**config.mk**
```make
export PLATFORM = sky130hd
export DESIGN_NAME = mips_exe_top
export DESIGN_NICKNAME = d
export VERILOG_FILES = /design/src/hw/exe_pkg.sv /design/src/hw/isa_pkg.sv /design/src/hw/alu.sv /design/src/hw/count_leading.sv /design/src/hw/exe_stage.sv /design/src/hw/instr_decoder.sv /design/src/hw/issue_fifo.sv /design/src/hw/mips_exe_top.sv
export SDC_FILE = /design/constraint.sdc
export NUM_CORES = 1
export LEC_CHECK = 0
export BUFFER_PORTS_ARGS = -buffer_cell sky130_fd_sc_hd__buf_4
export CELL_PAD_IN_SITES_DETAIL_PLACEMENT = 2
export CELL_PAD_IN_SITES_GLOBAL_PLACEMENT = 2
export CORE_MARGIN = 10
export CORE_UTILIZATION = 41
export CTS_CLUSTER_DIAMETER = 100
export CTS_CLUSTER_SIZE = 25
export DETAILED_ROUTE_END_ITERATION = 10
export GPL_TIMING_DRIVEN = 0
export PLACE_DENSITY_LB_ADDON = 0.1
export SYNTH_ARGS = -nofsm -noshare
export SYNTH_HDL_FRONTEND = slang
export SYNTH_SLANG_ARGS = --single-unit
export TNS_END_PERCENT = 5
```
**constraint.sdc**
```tcl
create_clock -name clk -period 26 [get_ports clk]
set_input_delay 1.3 -clock clk [delete_from_list [all_inputs] [get_ports clk]]
set_output_delay 1.3 -clock clk [all_outputs]
set_load 0.05 [all_outputs]
```
**src/hw/exe_pkg.sv**
```systemverilog
`default_nettype none

package exe_pkg;

    // register and immediate forms map to one op
    typedef enum logic [4:0] {
        NONE = 5'd0,
        ADD,
        ADDU,
        SUB,
        SUBU,
        OR,
        AND,
        XOR,
        NOR,
        SLL,
        SRL,
        SRA,
        SLT,
        SLTU,
        CLZ,
        CLO
    } alu_op_e;

    typedef struct packed {
        alu_op_e     op;
        logic [31:0] a;        // shift amount for shifts
        logic [31:0] b;        // value to shift for shifts
        logic [4:0]  dest;
        logic        wr_en;
        logic        illegal;
    } exe_issue_t;

    typedef struct packed {
        logic [31:0] value;
        logic [4:0]  dest;
        logic        wr_en;     // already cleared on overflow
        logic        overflow;
        logic        illegal;
    } exe_result_t;

endpackage

`default_nettype wire

```
**src/hw/isa_pkg.sv**
```systemverilog
`default_nettype none

package isa_pkg;

    // register format, also used for SPECIAL2
    typedef struct packed {
        logic [5:0] opcode;
        logic [4:0] rs;
        logic [4:0] rt;
        logic [4:0] rd;
        logic [4:0] shamt;
        logic [5:0] funct;
    } r_fmt_t;

    typedef struct packed {
        logic [5:0]  opcode;
        logic [4:0]  rs;
        logic [4:0]  rt;
        logic [15:0] imm16;
    } i_fmt_t;

    // same 32 bits, two views
    typedef union packed {
        r_fmt_t r;
        i_fmt_t i;
    } instr_u;

    localparam logic [5:0] SPECIAL  = 6'h00;
    localparam logic [5:0] SPECIAL2 = 6'h1c;
    localparam logic [5:0] ADDI     = 6'h08;
    localparam logic [5:0] ADDIU    = 6'h09;
    localparam logic [5:0] SLTI     = 6'h0a;
    localparam logic [5:0] SLTIU    = 6'h0b;
    localparam logic [5:0] ANDI     = 6'h0c;
    localparam logic [5:0] ORI      = 6'h0d;
    localparam logic [5:0] XORI     = 6'h0e;

    localparam logic [5:0] SLL      = 6'h00;
    localparam logic [5:0] SRL      = 6'h02;
    localparam logic [5:0] SRA      = 6'h03;
    localparam logic [5:0] SLLV     = 6'h04;
    localparam logic [5:0] SRLV     = 6'h06;
    localparam logic [5:0] SRAV     = 6'h07;
    localparam logic [5:0] ADD      = 6'h20;
    localparam logic [5:0] ADDU     = 6'h21;
    localparam logic [5:0] SUB      = 6'h22;
    localparam logic [5:0] SUBU     = 6'h23;
    localparam logic [5:0] AND      = 6'h24;
    localparam logic [5:0] OR       = 6'h25;
    localparam logic [5:0] XOR      = 6'h26;
    localparam logic [5:0] NOR      = 6'h27;
    localparam logic [5:0] SLT      = 6'h2a;
    localparam logic [5:0] SLTU     = 6'h2b;

    localparam logic [5:0] CLZ      = 6'h20;  // funct under SPECIAL2
    localparam logic [5:0] CLO      = 6'h21;  // funct under SPECIAL2

endpackage

`default_nettype wire

```
**src/hw/alu.sv**
```systemverilog
`default_nettype none
`timescale 1ns/100ps

module alu (
    input  exe_pkg::alu_op_e  op,
    input  logic [31:0]       a,
    input  logic [31:0]       b,
    output logic [31:0]       value,
    output logic              overflow
);
    import exe_pkg::*;

    logic        cnt_ones;
    logic [31:0] cnt_out;

    // select is defined for every op, clz unless clo
    assign cnt_ones = (op == CLO);

    count_leading u_count_leading (
        .count_ones (cnt_ones),
        .value      (a),
        .count      (cnt_out)
    );

    always_comb begin
        unique case (op)
            ADD, ADDU: value = a + b;
            SUB, SUBU: value = a - b;
            AND:       value = a & b;
            OR:        value = a | b;
            XOR:       value = a ^ b;
            NOR:       value = ~(a | b);
            SLL:       value = b << a[4:0];
            SRL:       value = b >> a[4:0];
            SRA:       value = $signed(b) >>> a[4:0];
            SLT:       value = {31'b0, $signed(a) < $signed(b)};
            SLTU:      value = {31'b0, a < b};
            CLZ, CLO:  value = cnt_out;
            default:   value = '0;     // NONE, nothing to compute
        endcase
    end

    // signed overflow, unsigned forms never trap
    assign overflow = ((op == ADD) && (a[31] == b[31]) && (value[31] != a[31])) ||
                      ((op == SUB) && (a[31] != b[31]) && (value[31] != a[31]));

endmodule

`default_nettype wire

```
**src/hw/count_leading.sv**
```systemverilog
`default_nettype none
`timescale 1ns/100ps

module count_leading (
    input  logic        count_ones,
    input  logic [31:0] value,
    output logic [31:0] count
);
    logic [31:0] bits;

    // turn leading ones into leading zeros
    assign bits = count_ones ? ~value : value;

    always_comb begin
        logic run;

        run   = 1'b1;
        count = '0;
        for (int k = 31; k >= 0; k--) begin
            if (run && !bits[k]) begin
                count = count + 32'd1;
            end else begin
                run = 1'b0;     // first differing bit ends the run
            end
        end
    end

endmodule

`default_nettype wire

```
**src/hw/exe_stage.sv**
```systemverilog
`default_nettype none
`timescale 1ns/100ps

module exe_stage (
    input  logic                  clk,
    input  logic                  arst_n,
    input  exe_pkg::exe_issue_t   head,
    input  logic                  not_empty,
    input  logic                  hold,
    output logic                  pop,
    output logic                  result_valid,
    output exe_pkg::exe_result_t  result
);
    logic [31:0] alu_value;
    logic        alu_ovf;

    assign pop = not_empty && !hold;    // consume head this edge

    alu u_alu (
        .op       (head.op),
        .a        (head.a),
        .b        (head.b),
        .value    (alu_value),
        .overflow (alu_ovf)
    );

    always_ff @(posedge clk or negedge arst_n) begin
        if (!arst_n) begin
            result_valid <= 1'b0;
        end else begin
            result_valid <= pop;
        end
    end

    // last result stays put while nothing pops
    always_ff @(posedge clk) begin
        if (pop) begin
            result.value    <= alu_value;
            result.dest     <= head.dest;
            result.wr_en    <= head.wr_en && !alu_ovf;  // trapping add writes nothing
            result.overflow <= alu_ovf;
            result.illegal  <= head.illegal;
        end
    end

endmodule

`default_nettype wire

```
**src/hw/instr_decoder.sv**
```systemverilog
`default_nettype none
`timescale 1ns/100ps

module instr_decoder (
    input  isa_pkg::instr_u       instr,
    input  logic [31:0]           rs_val,
    input  logic [31:0]           rt_val,
    output exe_pkg::exe_issue_t   issue
);
    import isa_pkg::*;
    import exe_pkg::*;

    // funct codes and alu ops share names, so those stay qualified
    always_comb begin
        logic known;

        known         = 1'b1;
        issue.op      = NONE;
        issue.a       = rs_val;
        issue.b       = rt_val;
        issue.dest    = instr.r.rd;    // R-format default
        issue.illegal = 1'b0;

        case (instr.r.opcode)
            SPECIAL: begin
                case (instr.r.funct)
                    isa_pkg::ADD:  issue.op = exe_pkg::ADD;
                    isa_pkg::ADDU: issue.op = exe_pkg::ADDU;
                    isa_pkg::SUB:  issue.op = exe_pkg::SUB;
                    isa_pkg::SUBU: issue.op = exe_pkg::SUBU;
                    isa_pkg::AND:  issue.op = exe_pkg::AND;
                    isa_pkg::OR:   issue.op = exe_pkg::OR;
                    isa_pkg::XOR:  issue.op = exe_pkg::XOR;
                    isa_pkg::NOR:  issue.op = exe_pkg::NOR;
                    isa_pkg::SLT:  issue.op = exe_pkg::SLT;
                    isa_pkg::SLTU: issue.op = exe_pkg::SLTU;
                    isa_pkg::SLL: begin
                        issue.op = exe_pkg::SLL;
                        issue.a  = {27'b0, instr.r.shamt};
                    end
                    isa_pkg::SRL: begin
                        issue.op = exe_pkg::SRL;
                        issue.a  = {27'b0, instr.r.shamt};
                    end
                    isa_pkg::SRA: begin
                        issue.op = exe_pkg::SRA;
                        issue.a  = {27'b0, instr.r.shamt};
                    end
                    SLLV:    issue.op = exe_pkg::SLL;    // amount from rs
                    SRLV:    issue.op = exe_pkg::SRL;
                    SRAV:    issue.op = exe_pkg::SRA;
                    default: known = 1'b0;
                endcase
            end
            SPECIAL2: begin
                case (instr.r.funct)
                    isa_pkg::CLZ: issue.op = exe_pkg::CLZ;
                    isa_pkg::CLO: issue.op = exe_pkg::CLO;
                    default:      known = 1'b0;
                endcase
            end
            default: begin
                issue.dest = instr.i.rt;
                issue.b    = {{16{instr.i.imm16[15]}}, instr.i.imm16};  // sign extend
                case (instr.i.opcode)
                    ADDI:    issue.op = exe_pkg::ADD;
                    ADDIU:   issue.op = exe_pkg::ADDU;
                    SLTI:    issue.op = exe_pkg::SLT;
                    SLTIU:   issue.op = exe_pkg::SLTU;
                    ANDI: begin
                        issue.op = exe_pkg::AND;
                        issue.b  = {16'b0, instr.i.imm16};    // logic ops zero extend
                    end
                    ORI: begin
                        issue.op = exe_pkg::OR;
                        issue.b  = {16'b0, instr.i.imm16};
                    end
                    XORI: begin
                        issue.op = exe_pkg::XOR;
                        issue.b  = {16'b0, instr.i.imm16};
                    end
                    default: known = 1'b0;
                endcase
            end
        endcase

        issue.illegal = !known;
        issue.wr_en   = known && (issue.dest != 5'd0);  // $zero never written
    end

endmodule

`default_nettype wire

```
**src/hw/issue_fifo.sv**
```systemverilog
`default_nettype none
`timescale 1ns/100ps

module issue_fifo #(
    parameter int FIFO_DEPTH = 4
) (
    input  logic                  clk,
    input  logic                  arst_n,
    input  logic                  push,
    input  exe_pkg::exe_issue_t   issue_in,
    input  logic                  pop,
    output exe_pkg::exe_issue_t   head,
    output logic                  not_empty,
    output logic                  full
);
    import exe_pkg::*;

    localparam int             PTR_W    = $clog2(FIFO_DEPTH);
    localparam logic [PTR_W:0] FULL_CNT = (PTR_W + 1)'(FIFO_DEPTH);

    exe_issue_t       mem [FIFO_DEPTH];
    logic [PTR_W-1:0] rd_ptr;
    logic [PTR_W-1:0] wr_ptr;
    logic [PTR_W:0]   count;
    logic             do_push;
    logic             do_pop;

    assign do_pop    = pop && not_empty;
    assign do_push   = push && (!full || do_pop);   // full is fine if a slot frees now
    assign not_empty = (count != '0);
    assign full      = (count == FULL_CNT);
    assign head      = mem[rd_ptr];                 // show-ahead

    always_ff @(posedge clk) begin
        if (do_push) begin
            mem[wr_ptr] <= issue_in;
        end
    end

    always_ff @(posedge clk or negedge arst_n) begin
        if (!arst_n) begin
            rd_ptr <= '0;
            wr_ptr <= '0;
            count  <= '0;
        end else begin
            if (do_push) begin
                wr_ptr <= wr_ptr + 1'b1;    // wraps, depth is a power of two
            end
            if (do_pop) begin
                rd_ptr <= rd_ptr + 1'b1;
            end
            case ({do_push, do_pop})
                2'b10:   count <= count + 1'b1;
                2'b01:   count <= count - 1'b1;
                default: count <= count;
            endcase
        end
    end

endmodule

`default_nettype wire

```
**src/hw/mips_exe_top.sv**
```systemverilog
`default_nettype none
`timescale 1ns/100ps

module mips_exe_top #(
    parameter int FIFO_DEPTH = 4
) (
    input  logic                  clk,
    input  logic                  arst_n,
    input  logic                  instr_valid,
    input  isa_pkg::instr_u       instr,
    input  logic [31:0]           rs_val,
    input  logic [31:0]           rt_val,
    input  logic                  hold,
    output logic                  full,
    output logic                  result_valid,
    output exe_pkg::exe_result_t  result
);
    import exe_pkg::*;

    exe_issue_t issue;
    exe_issue_t head;
    logic       not_empty;
    logic       pop;

    instr_decoder u_instr_decoder (
        .instr  (instr),
        .rs_val (rs_val),
        .rt_val (rt_val),
        .issue  (issue)
    );

    issue_fifo #(
        .FIFO_DEPTH (FIFO_DEPTH)
    ) u_issue_fifo (
        .clk       (clk),
        .arst_n    (arst_n),
        .push      (instr_valid),
        .issue_in  (issue),
        .pop       (pop),
        .head      (head),
        .not_empty (not_empty),
        .full      (full)
    );

    exe_stage u_exe_stage (
        .clk          (clk),
        .arst_n       (arst_n),
        .head         (head),
        .not_empty    (not_empty),
        .hold         (hold),
        .pop          (pop),
        .result_valid (result_valid),
        .result       (result)
    );

endmodule

`default_nettype wire

```
---- After elaboration in Yosys (flattened, before gate mapping) ----
Memory sizes are Yosys's and may differ from the RTL's.
Cells that the tools add are included.
storage, ports and cells
  bits in registers ....................... 48
  RAM bits ................................ 304
  output and inout port bits .............. 42
  memories ................................ 1
operators by class
  $add $sub $neg .......................... 37
  magnitude comparators ................... 2
  equal/unequal tests ..................... 44
  shift-type cells ........................ 3
  mux-type cells .......................... 80
  bitwise logic cells ..................... 5
  reductions and logical operators ........ 94
memories
  name              words  bits a word  rd ports  clocked after Yosys merged registers in  write ports  line              source
  u_issue_fifo.mem  4      76           1         0                                        1            issue_fifo.sv:21  exe_issue_t mem [FIFO_DEPTH];
operators with widths
  cell                                                                    number
  32-bit 2-to-1 mux                                                       35
  32-bit by 1-bit adder with 32-bit output (second input constant)        31
  32-bit one-hot mux with 12 select lines                                 1
  32-bit less-than comparator                                             2
  32-bit inverter                                                         2
  6-bit equality test (second input constant)                             10
  4-bit one-hot mux with 13 select lines                                  1
  6-bit by 4-bit equality test with 1-bit output (second input constant)  7
  5-bit by 4-bit equality test with 1-bit output (second input constant)  8
  1-bit logical AND                                                       40
  1-bit 2-to-1 mux                                                        37
  37-bit 2-to-1 mux                                                       1
  1-bit logical NOT                                                       35
  32-bit adder                                                            1
  32-bit bitwise AND                                                      1
  32-bit OR                                                               1
  32-bit by 5-bit left shift with 32-bit output                           1
  32-bit by 5-bit right shift with 32-bit output                          1
  32-bit by 5-bit >>> shifter with 32-bit output                          1
  32-bit subtractor                                                       1
  32-bit XOR                                                              1
  4-bit one-hot mux with 7 select lines                                   1
  5-bit by 3-bit equality test with 1-bit output (second input constant)  4
  6-bit by 3-bit equality test with 1-bit output (second input constant)  3
  25 further kinds                                                        39

---- Logic depth before layout (Yosys ltp) ----
An unclocked memory read counts as a cell.
  depth in word-level cells ............... 72
  depth in mapped cells ................... 95
  gate-level depth less buffers ........... 90

---- Modules after synthesis ----
A second synthesis with hierarchy kept.
unflattened totals
  cells, all modules ...................... 2,928
  area, all modules ....................... 29,264.3 um^2
by module, submodules not included
  module         instances  cells an instance  area an instance (um^2)  sequential area each (um^2)
  issue_fifo     1          451                11,459.7                 9,303.9
  alu            1          1,400              9,227.6                  0.0
  count_leading  1          887                6,241.0                  0.0
  exe_stage      1          43                 1,253.7                  1,226.2
  instr_decoder  1          147                1,082.3                  0.0

---- Least setup slack after synthesis ----
Ideal clock, no wire load.
  path type ............................... reg2reg
  start point ............................. reg u_issue_fifo.rd_ptr[0]
  end point ............................... reg, netlist name u_exe_stage.result[14]
  data arrival time ....................... 19.561 ns
  data required time ...................... 25.733 ns
  slack ................................... 6.172 ns
  cell stages (with the launch flop) ...... 96
  period minus slack after synthesis ...... 19.828 ns
  path through ............................ dfrtp_1 buf_6 mux4_2 nand4_1 clkbuf_1 clkbuf_1 buf_1 clkbuf_1 o211ai_1 o21ai_0 ha_1 o21a_1 ha_1 nand2_1 nor3_1 a41oi_1 nand2_1 ha_1 [... 60 more ...] mux2_2 ha_1 mux2_2 ha_1 mux2_2 ha_1 mux2_2 ha_1 mux2_2 ha_1 mux2_2 ha_1 and3_1 o21ai_0 a21oi_1 o21ai_0 xnor2_1 o21ai_0
on the way
  cells in the longest elaborated chain, start to end .. 67
  elaborated cells between the ends (all ways) .. 187
  classes of those cells .................. add/sub (33); eq/ne (15); shift (3); mux (65); bitwise (5); reduce/logical (65); memory (1)
ends and longest elaborated chain
  element                                                                                   line                                       source
  start: declaration                                                                        issue_fifo.sv:22                           logic [PTR_W-1:0] rd_ptr;
  start signal: assignment                                                                  issue_fifo.sv:50                           rd_ptr <= rd_ptr + 1'b1;
  memory 4 x 76 bit (*)                                                                     n/a
  5-bit by 4-bit equality test with 1-bit output / 32-bit inverter (equally long branches)  alu.sv:17, alu.sv:26, count_leading.sv:12
  32-bit 2-to-1 mux                                                                         count_leading.sv:12                        assign bits = count_ones ? ~value : value;
  1-bit 2-to-1 mux / 1-bit logical NOT (equally long branches)                              count_leading.sv:20                        if (run && !bits[k]) begin
  32-bit by 1-bit adder with 32-bit output / 1-bit logical AND (equally long branches)      count_leading.sv:21, count_leading.sv:20
  32-bit 2-to-1 mux / 1-bit 2-to-1 mux (equally long branches)                              count_leading.sv:20
  32-bit by 1-bit adder with 32-bit output / 1-bit logical AND (equally long branches)      count_leading.sv:21, count_leading.sv:20
  32-bit 2-to-1 mux / 1-bit 2-to-1 mux (equally long branches)                              count_leading.sv:20
  [... 52 more ...]                                                                         n/a
  32-bit by 1-bit adder with 32-bit output / 1-bit logical AND (equally long branches)      count_leading.sv:21, count_leading.sv:20
  32-bit 2-to-1 mux / 1-bit 2-to-1 mux (equally long branches)                              count_leading.sv:20
  32-bit by 1-bit adder with 32-bit output / 1-bit logical AND (equally long branches)      count_leading.sv:21, count_leading.sv:20
  32-bit 2-to-1 mux / 1-bit 2-to-1 mux (equally long branches)                              count_leading.sv:20
  32-bit by 1-bit adder with 32-bit output / 1-bit logical AND (equally long branches)      count_leading.sv:21, count_leading.sv:20
  32-bit 2-to-1 mux                                                                         count_leading.sv:20
  32-bit one-hot mux with 12 select lines (*)                                               alu.sv:26                                  unique case (op)
  net u_exe_stage.alu_value[6]                                                              exe_stage.sv:14                            logic [31:0] alu_value;
The timed path passes the listed nets; every way through them passes the cells marked *.
A chain may end at the register's enable or synchronous reset.

---- Worst setup path in the final report ----
  start point ............................. reg u_issue_fifo.rd_ptr[0]
  end point ............................... reg, netlist name u_exe_stage.result[14]
on the way
  cells in the longest elaborated chain, start to end .. 67
  elaborated cells between the ends (all ways) .. 187
  classes of those cells .................. add/sub (33); eq/ne (15); shift (3); mux (65); bitwise (5); reduce/logical (65); memory (1)
ends and longest elaborated chain
  element                                                                                   line
  memory 4 x 76 bit (*)                                                                     n/a
  5-bit by 4-bit equality test with 1-bit output / 32-bit inverter (equally long branches)  alu.sv:17, alu.sv:26, count_leading.sv:12
  32-bit 2-to-1 mux                                                                         count_leading.sv:12
  1-bit 2-to-1 mux / 1-bit logical NOT (equally long branches)                              count_leading.sv:20
  32-bit by 1-bit adder with 32-bit output / 1-bit logical AND (equally long branches)      count_leading.sv:21, count_leading.sv:20
  32-bit 2-to-1 mux / 1-bit 2-to-1 mux (equally long branches)                              count_leading.sv:20
  32-bit by 1-bit adder with 32-bit output / 1-bit logical AND (equally long branches)      count_leading.sv:21, count_leading.sv:20
  32-bit 2-to-1 mux / 1-bit 2-to-1 mux (equally long branches)                              count_leading.sv:20
  [... 52 more ...]                                                                         n/a
  32-bit by 1-bit adder with 32-bit output / 1-bit logical AND (equally long branches)      count_leading.sv:21, count_leading.sv:20
  32-bit 2-to-1 mux / 1-bit 2-to-1 mux (equally long branches)                              count_leading.sv:20
  32-bit by 1-bit adder with 32-bit output / 1-bit logical AND (equally long branches)      count_leading.sv:21, count_leading.sv:20
  32-bit 2-to-1 mux / 1-bit 2-to-1 mux (equally long branches)                              count_leading.sv:20
  32-bit by 1-bit adder with 32-bit output / 1-bit logical AND (equally long branches)      count_leading.sv:21, count_leading.sv:20
  32-bit 2-to-1 mux                                                                         count_leading.sv:20
  32-bit one-hot mux with 12 select lines (*)                                               alu.sv:26
  net u_exe_stage.alu_value[6]                                                              exe_stage.sv:14
Marked as above.

==> impl_summary.md <==
Outcome
The flow ran to the end, but the final reports show violations. The checks that failed: capacitance limit, slew limit.

Logic synthesis
The synthesized netlist cell count is 2,646. Sequential cells were found to cover 40.2% of the synthesized design area. The share of synthesized flip-flops with an asynchronous set or reset is 2.30%.

When the netlist entered floorplanning its net count stood at 2,878. The count of different cell masters after synthesis is 112. The post-synthesis mux area share is 10.4%.

In this run, synthesis inferred 340 flip-flops with an integrated enable. In this run the mean area of a mapped cell was 9.79 sq um. The synthesized netlist devotes 15.8% of its cell area to simple gates. The compound-gate portion of the synthesized area is 17.8%. The dominant combinational cell family by area after synthesis is compound AO/OA/AOI/OAI gates. The synthesized netlist devotes 5.16% of its cell area to XOR and XNOR gates.

Summing the areas of all fa, ha and maj instances in the mapped netlist gives 6.70% of the synthesized area. Among all flip-flop cells after synthesis, the most frequent one is sky130_fd_sc_hd__edfxtp_1. Synthesis inferred 348 register bits.

The mapped netlist covers 25,900 sq um. The number of warning messages in the yosys log is 0.

Route
The number of antenna-violating nets in the routed design is 0. After detailed routing, the number of remaining DRC violations is 0. The final routed wire length divided by cell count is 37.2 um. The total via count after detailed routing is 24,585. The count of TritonRoute iterations in the first routing pass is 5. The total length of routed wires is 136,000 um. In the routed layout, each cell is associated on average with a via count of 6.71. The detailed router finished its first iteration with 3,012 violations.

STA
The share of the clock period used by the worst path is 94.1%. The maximum clock skew at final layout is 0.0551 ns. Setup repair after global routing left no endpoint under its margin. The maximum clock frequency is 40.9 MHz. The total negative slack for setup checks is 0 ns.

The final max-slew violation count is 5. The slew of the pin with the lowest slew margin is 1.51 ns. The clock period minus worst slack is 24.46 ns. Setup violations remaining at the end of the flow were counted as 0. The worst max-slew margin expressed relative to the limit is -1.58%. The final hold violation count is 0.

Worst setup path
The kind of end point of the critical path is a flop. The start of the worst register-to-register path is u_issue_fifo.rd_ptr[0]. The number of cells on the worst reg-to-reg path is 95. The worst register-to-register path has a setup slack of 1.54 ns. The cell with the largest stage delay on the worst path is sky130_fd_sc_hd__clkbuf_1.

STA classifies the critical path startpoint as a flop. The peak fanout along the critical path is 10. STA puts the critical path data arrival time at 24.75 ns.

In this design, the stage delay of the slowest critical-path cell is 0.73 ns. The category of the critical setup timing path is reg -> reg. In this run the critical register-to-register path is captured at u_exe_stage.result[14].

The critical path's most frequent cell is sky130_fd_sc_hd__ha_1. For the worst setup path, the data required time is 26.29 ns.

Global routing
The total global routing track utilization is 35.9%. The met1 demand-to-capacity share in global routing is 46.2%. In the global route stage, met2 resource usage came out at 57.8%. The number of antenna violations at the first check in global routing was 5. The total overflow left after global routing is 0. met2 is the most crowded layer.

The via count of the first global-routing pass came to 25,740. The routing usage on met3 is 6.16%. The first global-routing pass estimated 195,000 um of wire. The pin count of the biggest net entering global routing is 53.

Cells and area
With fillers left out, the area of the finished cells amounts to 28,800 sq um. The multi-input combinational cells in the finished layout cover a total of 14,500 sq um. The layout cell share with drive strength beyond 1 is 13.1%. The area occupied by registers is 10,400 sq um. The layout filler cell count is 6,629. The net count of the finished layout is 3,041.

The synthesis-to-layout area growth is 11.2%. Measured on the finished design, the core utilization comes to 45.8%.

Clocking
The number of H-tree branching levels is 1. The number of buffers added to fix hold violations after cts is 0. Clock tree synthesis found a total of 348 sinks. The later pin in the worst-skew pair is clocked with a latency of 0.60 ns. Post-CTS timing repair inserted 0 buffers for setup.

In this run the deepest clock path goes through 3 buffers. TritonCTS created 21 clock buffers. Clock tree synthesis selected as its root buffer the cell sky130_fd_sc_hd__clkbuf_16. TritonCTS built the clock tree. Post-CTS repair changed the size of 0 cells.

After clock tree synthesis, the clock-pin slew on the worst setup and hold paths is 0.10 ns.

Die
The starting utilization of the core area is 41.2%. The die is 271 um wide. After floorplanning, the core was sized to cover 62,900 sq um.

The total I/O pin count is 142. The die footprint is 73,600 sq um. The die extent in y is 271 um. The number of core rows is 92.

Placement
Once placement finished, the instance area stood at 28,100 sq um. At the end of routability-driven placement, the weighted congestion stood at 0.990. The count of buffers added on input and output ports is 133. Summed over all nets, the half-perimeter wirelength after detailed placement is 102,000 um.

Flow run
The number of max-cap violations is 1.

Hold path
The worst hold path belongs to the class in -> async.
-- sequential cells by signal (all words and copies together), names as in the netlist --
name                      cells
u_issue_fifo.rd_ptr           2
u_issue_fifo.mem            300
u_issue_fifo.wr_ptr           2
u_exe_stage.result_valid      1
u_issue_fifo.count            3
u_exe_stage.result           40
-- final cells by class --
cell class	count	share of cell area, %
Multi-Input combinational cell	2032	50.2
Clock buffer	24	1.86
Tap cell	846	3.68
Sequential cell	348	36.2
Antenna cell	1	0.00869
Clock inverter	9	0.478
Inverter	116	1.51
Timing Repair Buffer	140	3.97
Buffer	150	2.09
-- synth_stat cells (all sizes together) (51+ instances only) --
cell type  count  area [sq um]
edfxtp       340         10200
nand2        328          1240
nor2         291          1100
a21oi        201          1010
o21ai        143           716
ha           129          1610
inv          114           428
clkbuf       104           390
xnor2         73           748
mux4          72          1620
mux2i         67           687
and2          51           319
-- critical path, delay by kind of cell (launching register included) --
kind	cells	cell delay (ns)
XOR/XNOR	1	0.21
AND/OR/NAND/NOR	18	2.73
adder cells (fa/ha/maj)	29	9.22
AO/OA/AOI/OAI	21	3.83
flip-flops	1	0.47
buffers and inverters	8	2.74
multiplexers	18	4.87
-- kinds of logic (layout without fill, tap and decap cells) --
group / Yosys count / count (layout)
buf+inv: 266 / 439
flops: 348 / 348
compound gates: 702 / 702
other cells: 0 / 1
fa+ha+maj: 138 / 138
xor+xnor: 120 / 120
mux: 172 / 172
simple gates: 900 / 900
-- how the worst max path moves through the flow --
stage,from,to,slack (ns),cells past startpoint
final,u_issue_fifo.rd_ptr[0],u_exe_stage.result[14],1.54,95
after global routing,u_issue_fifo.rd_ptr[0],u_exe_stage.result[14],0.31,95
after CTS,u_issue_fifo.rd_ptr[0],u_exe_stage.result[14],1.61,95
after detailed placement,u_issue_fifo.rd_ptr[0],u_exe_stage.result[14],1.96,95
after global placement,u_issue_fifo.rd_ptr[0],u_exe_stage.result[14],3.27,94
after floorplan,u_issue_fifo.rd_ptr[0],u_exe_stage.result[14],6.17,95
-- per-layer routing --
| metal | vias up | part of all wire, % |
|---|---|---|
| met5 | - | 0.033 |
| met4 | 8 | 5.7 |
| met3 | 329 | 8.4 |
| met2 | 1483 | 46 |
| met1 | 12624 | 40 |
| li1 | 10141 | - |
-- through the flow --
stage	cells	hold slack, ns	setup WS (ns)
final	3666	0.533	1.54
after global routing	3665	0.524	0.311
after CTS	3665	0.521	1.61
after detailed placement	3632	0.525	1.96
after global placement	3625	0.476	3.27
after floorplan	2646	0.457	6.17
-- cells in the final DEF (no fill, tap or decap), drive strengths merged, types with 50 or more instances in the layout --
| cell type | count |
|---|---|
| buf | 185 |
| nor2 | 291 |
| o22ai | 50 |
| mux4 | 72 |
| nand2 | 328 |
| ha | 129 |
| xnor2 | 73 |
| inv | 115 |
| a21oi | 201 |
| edfxtp | 340 |
| o21ai | 143 |
| mux2i | 67 |
| clkbuf | 128 |
| and2 | 51 |
Power is not shown: default switching activity piles up to over one toggle a cycle in this logic, so the estimate is an artifact.
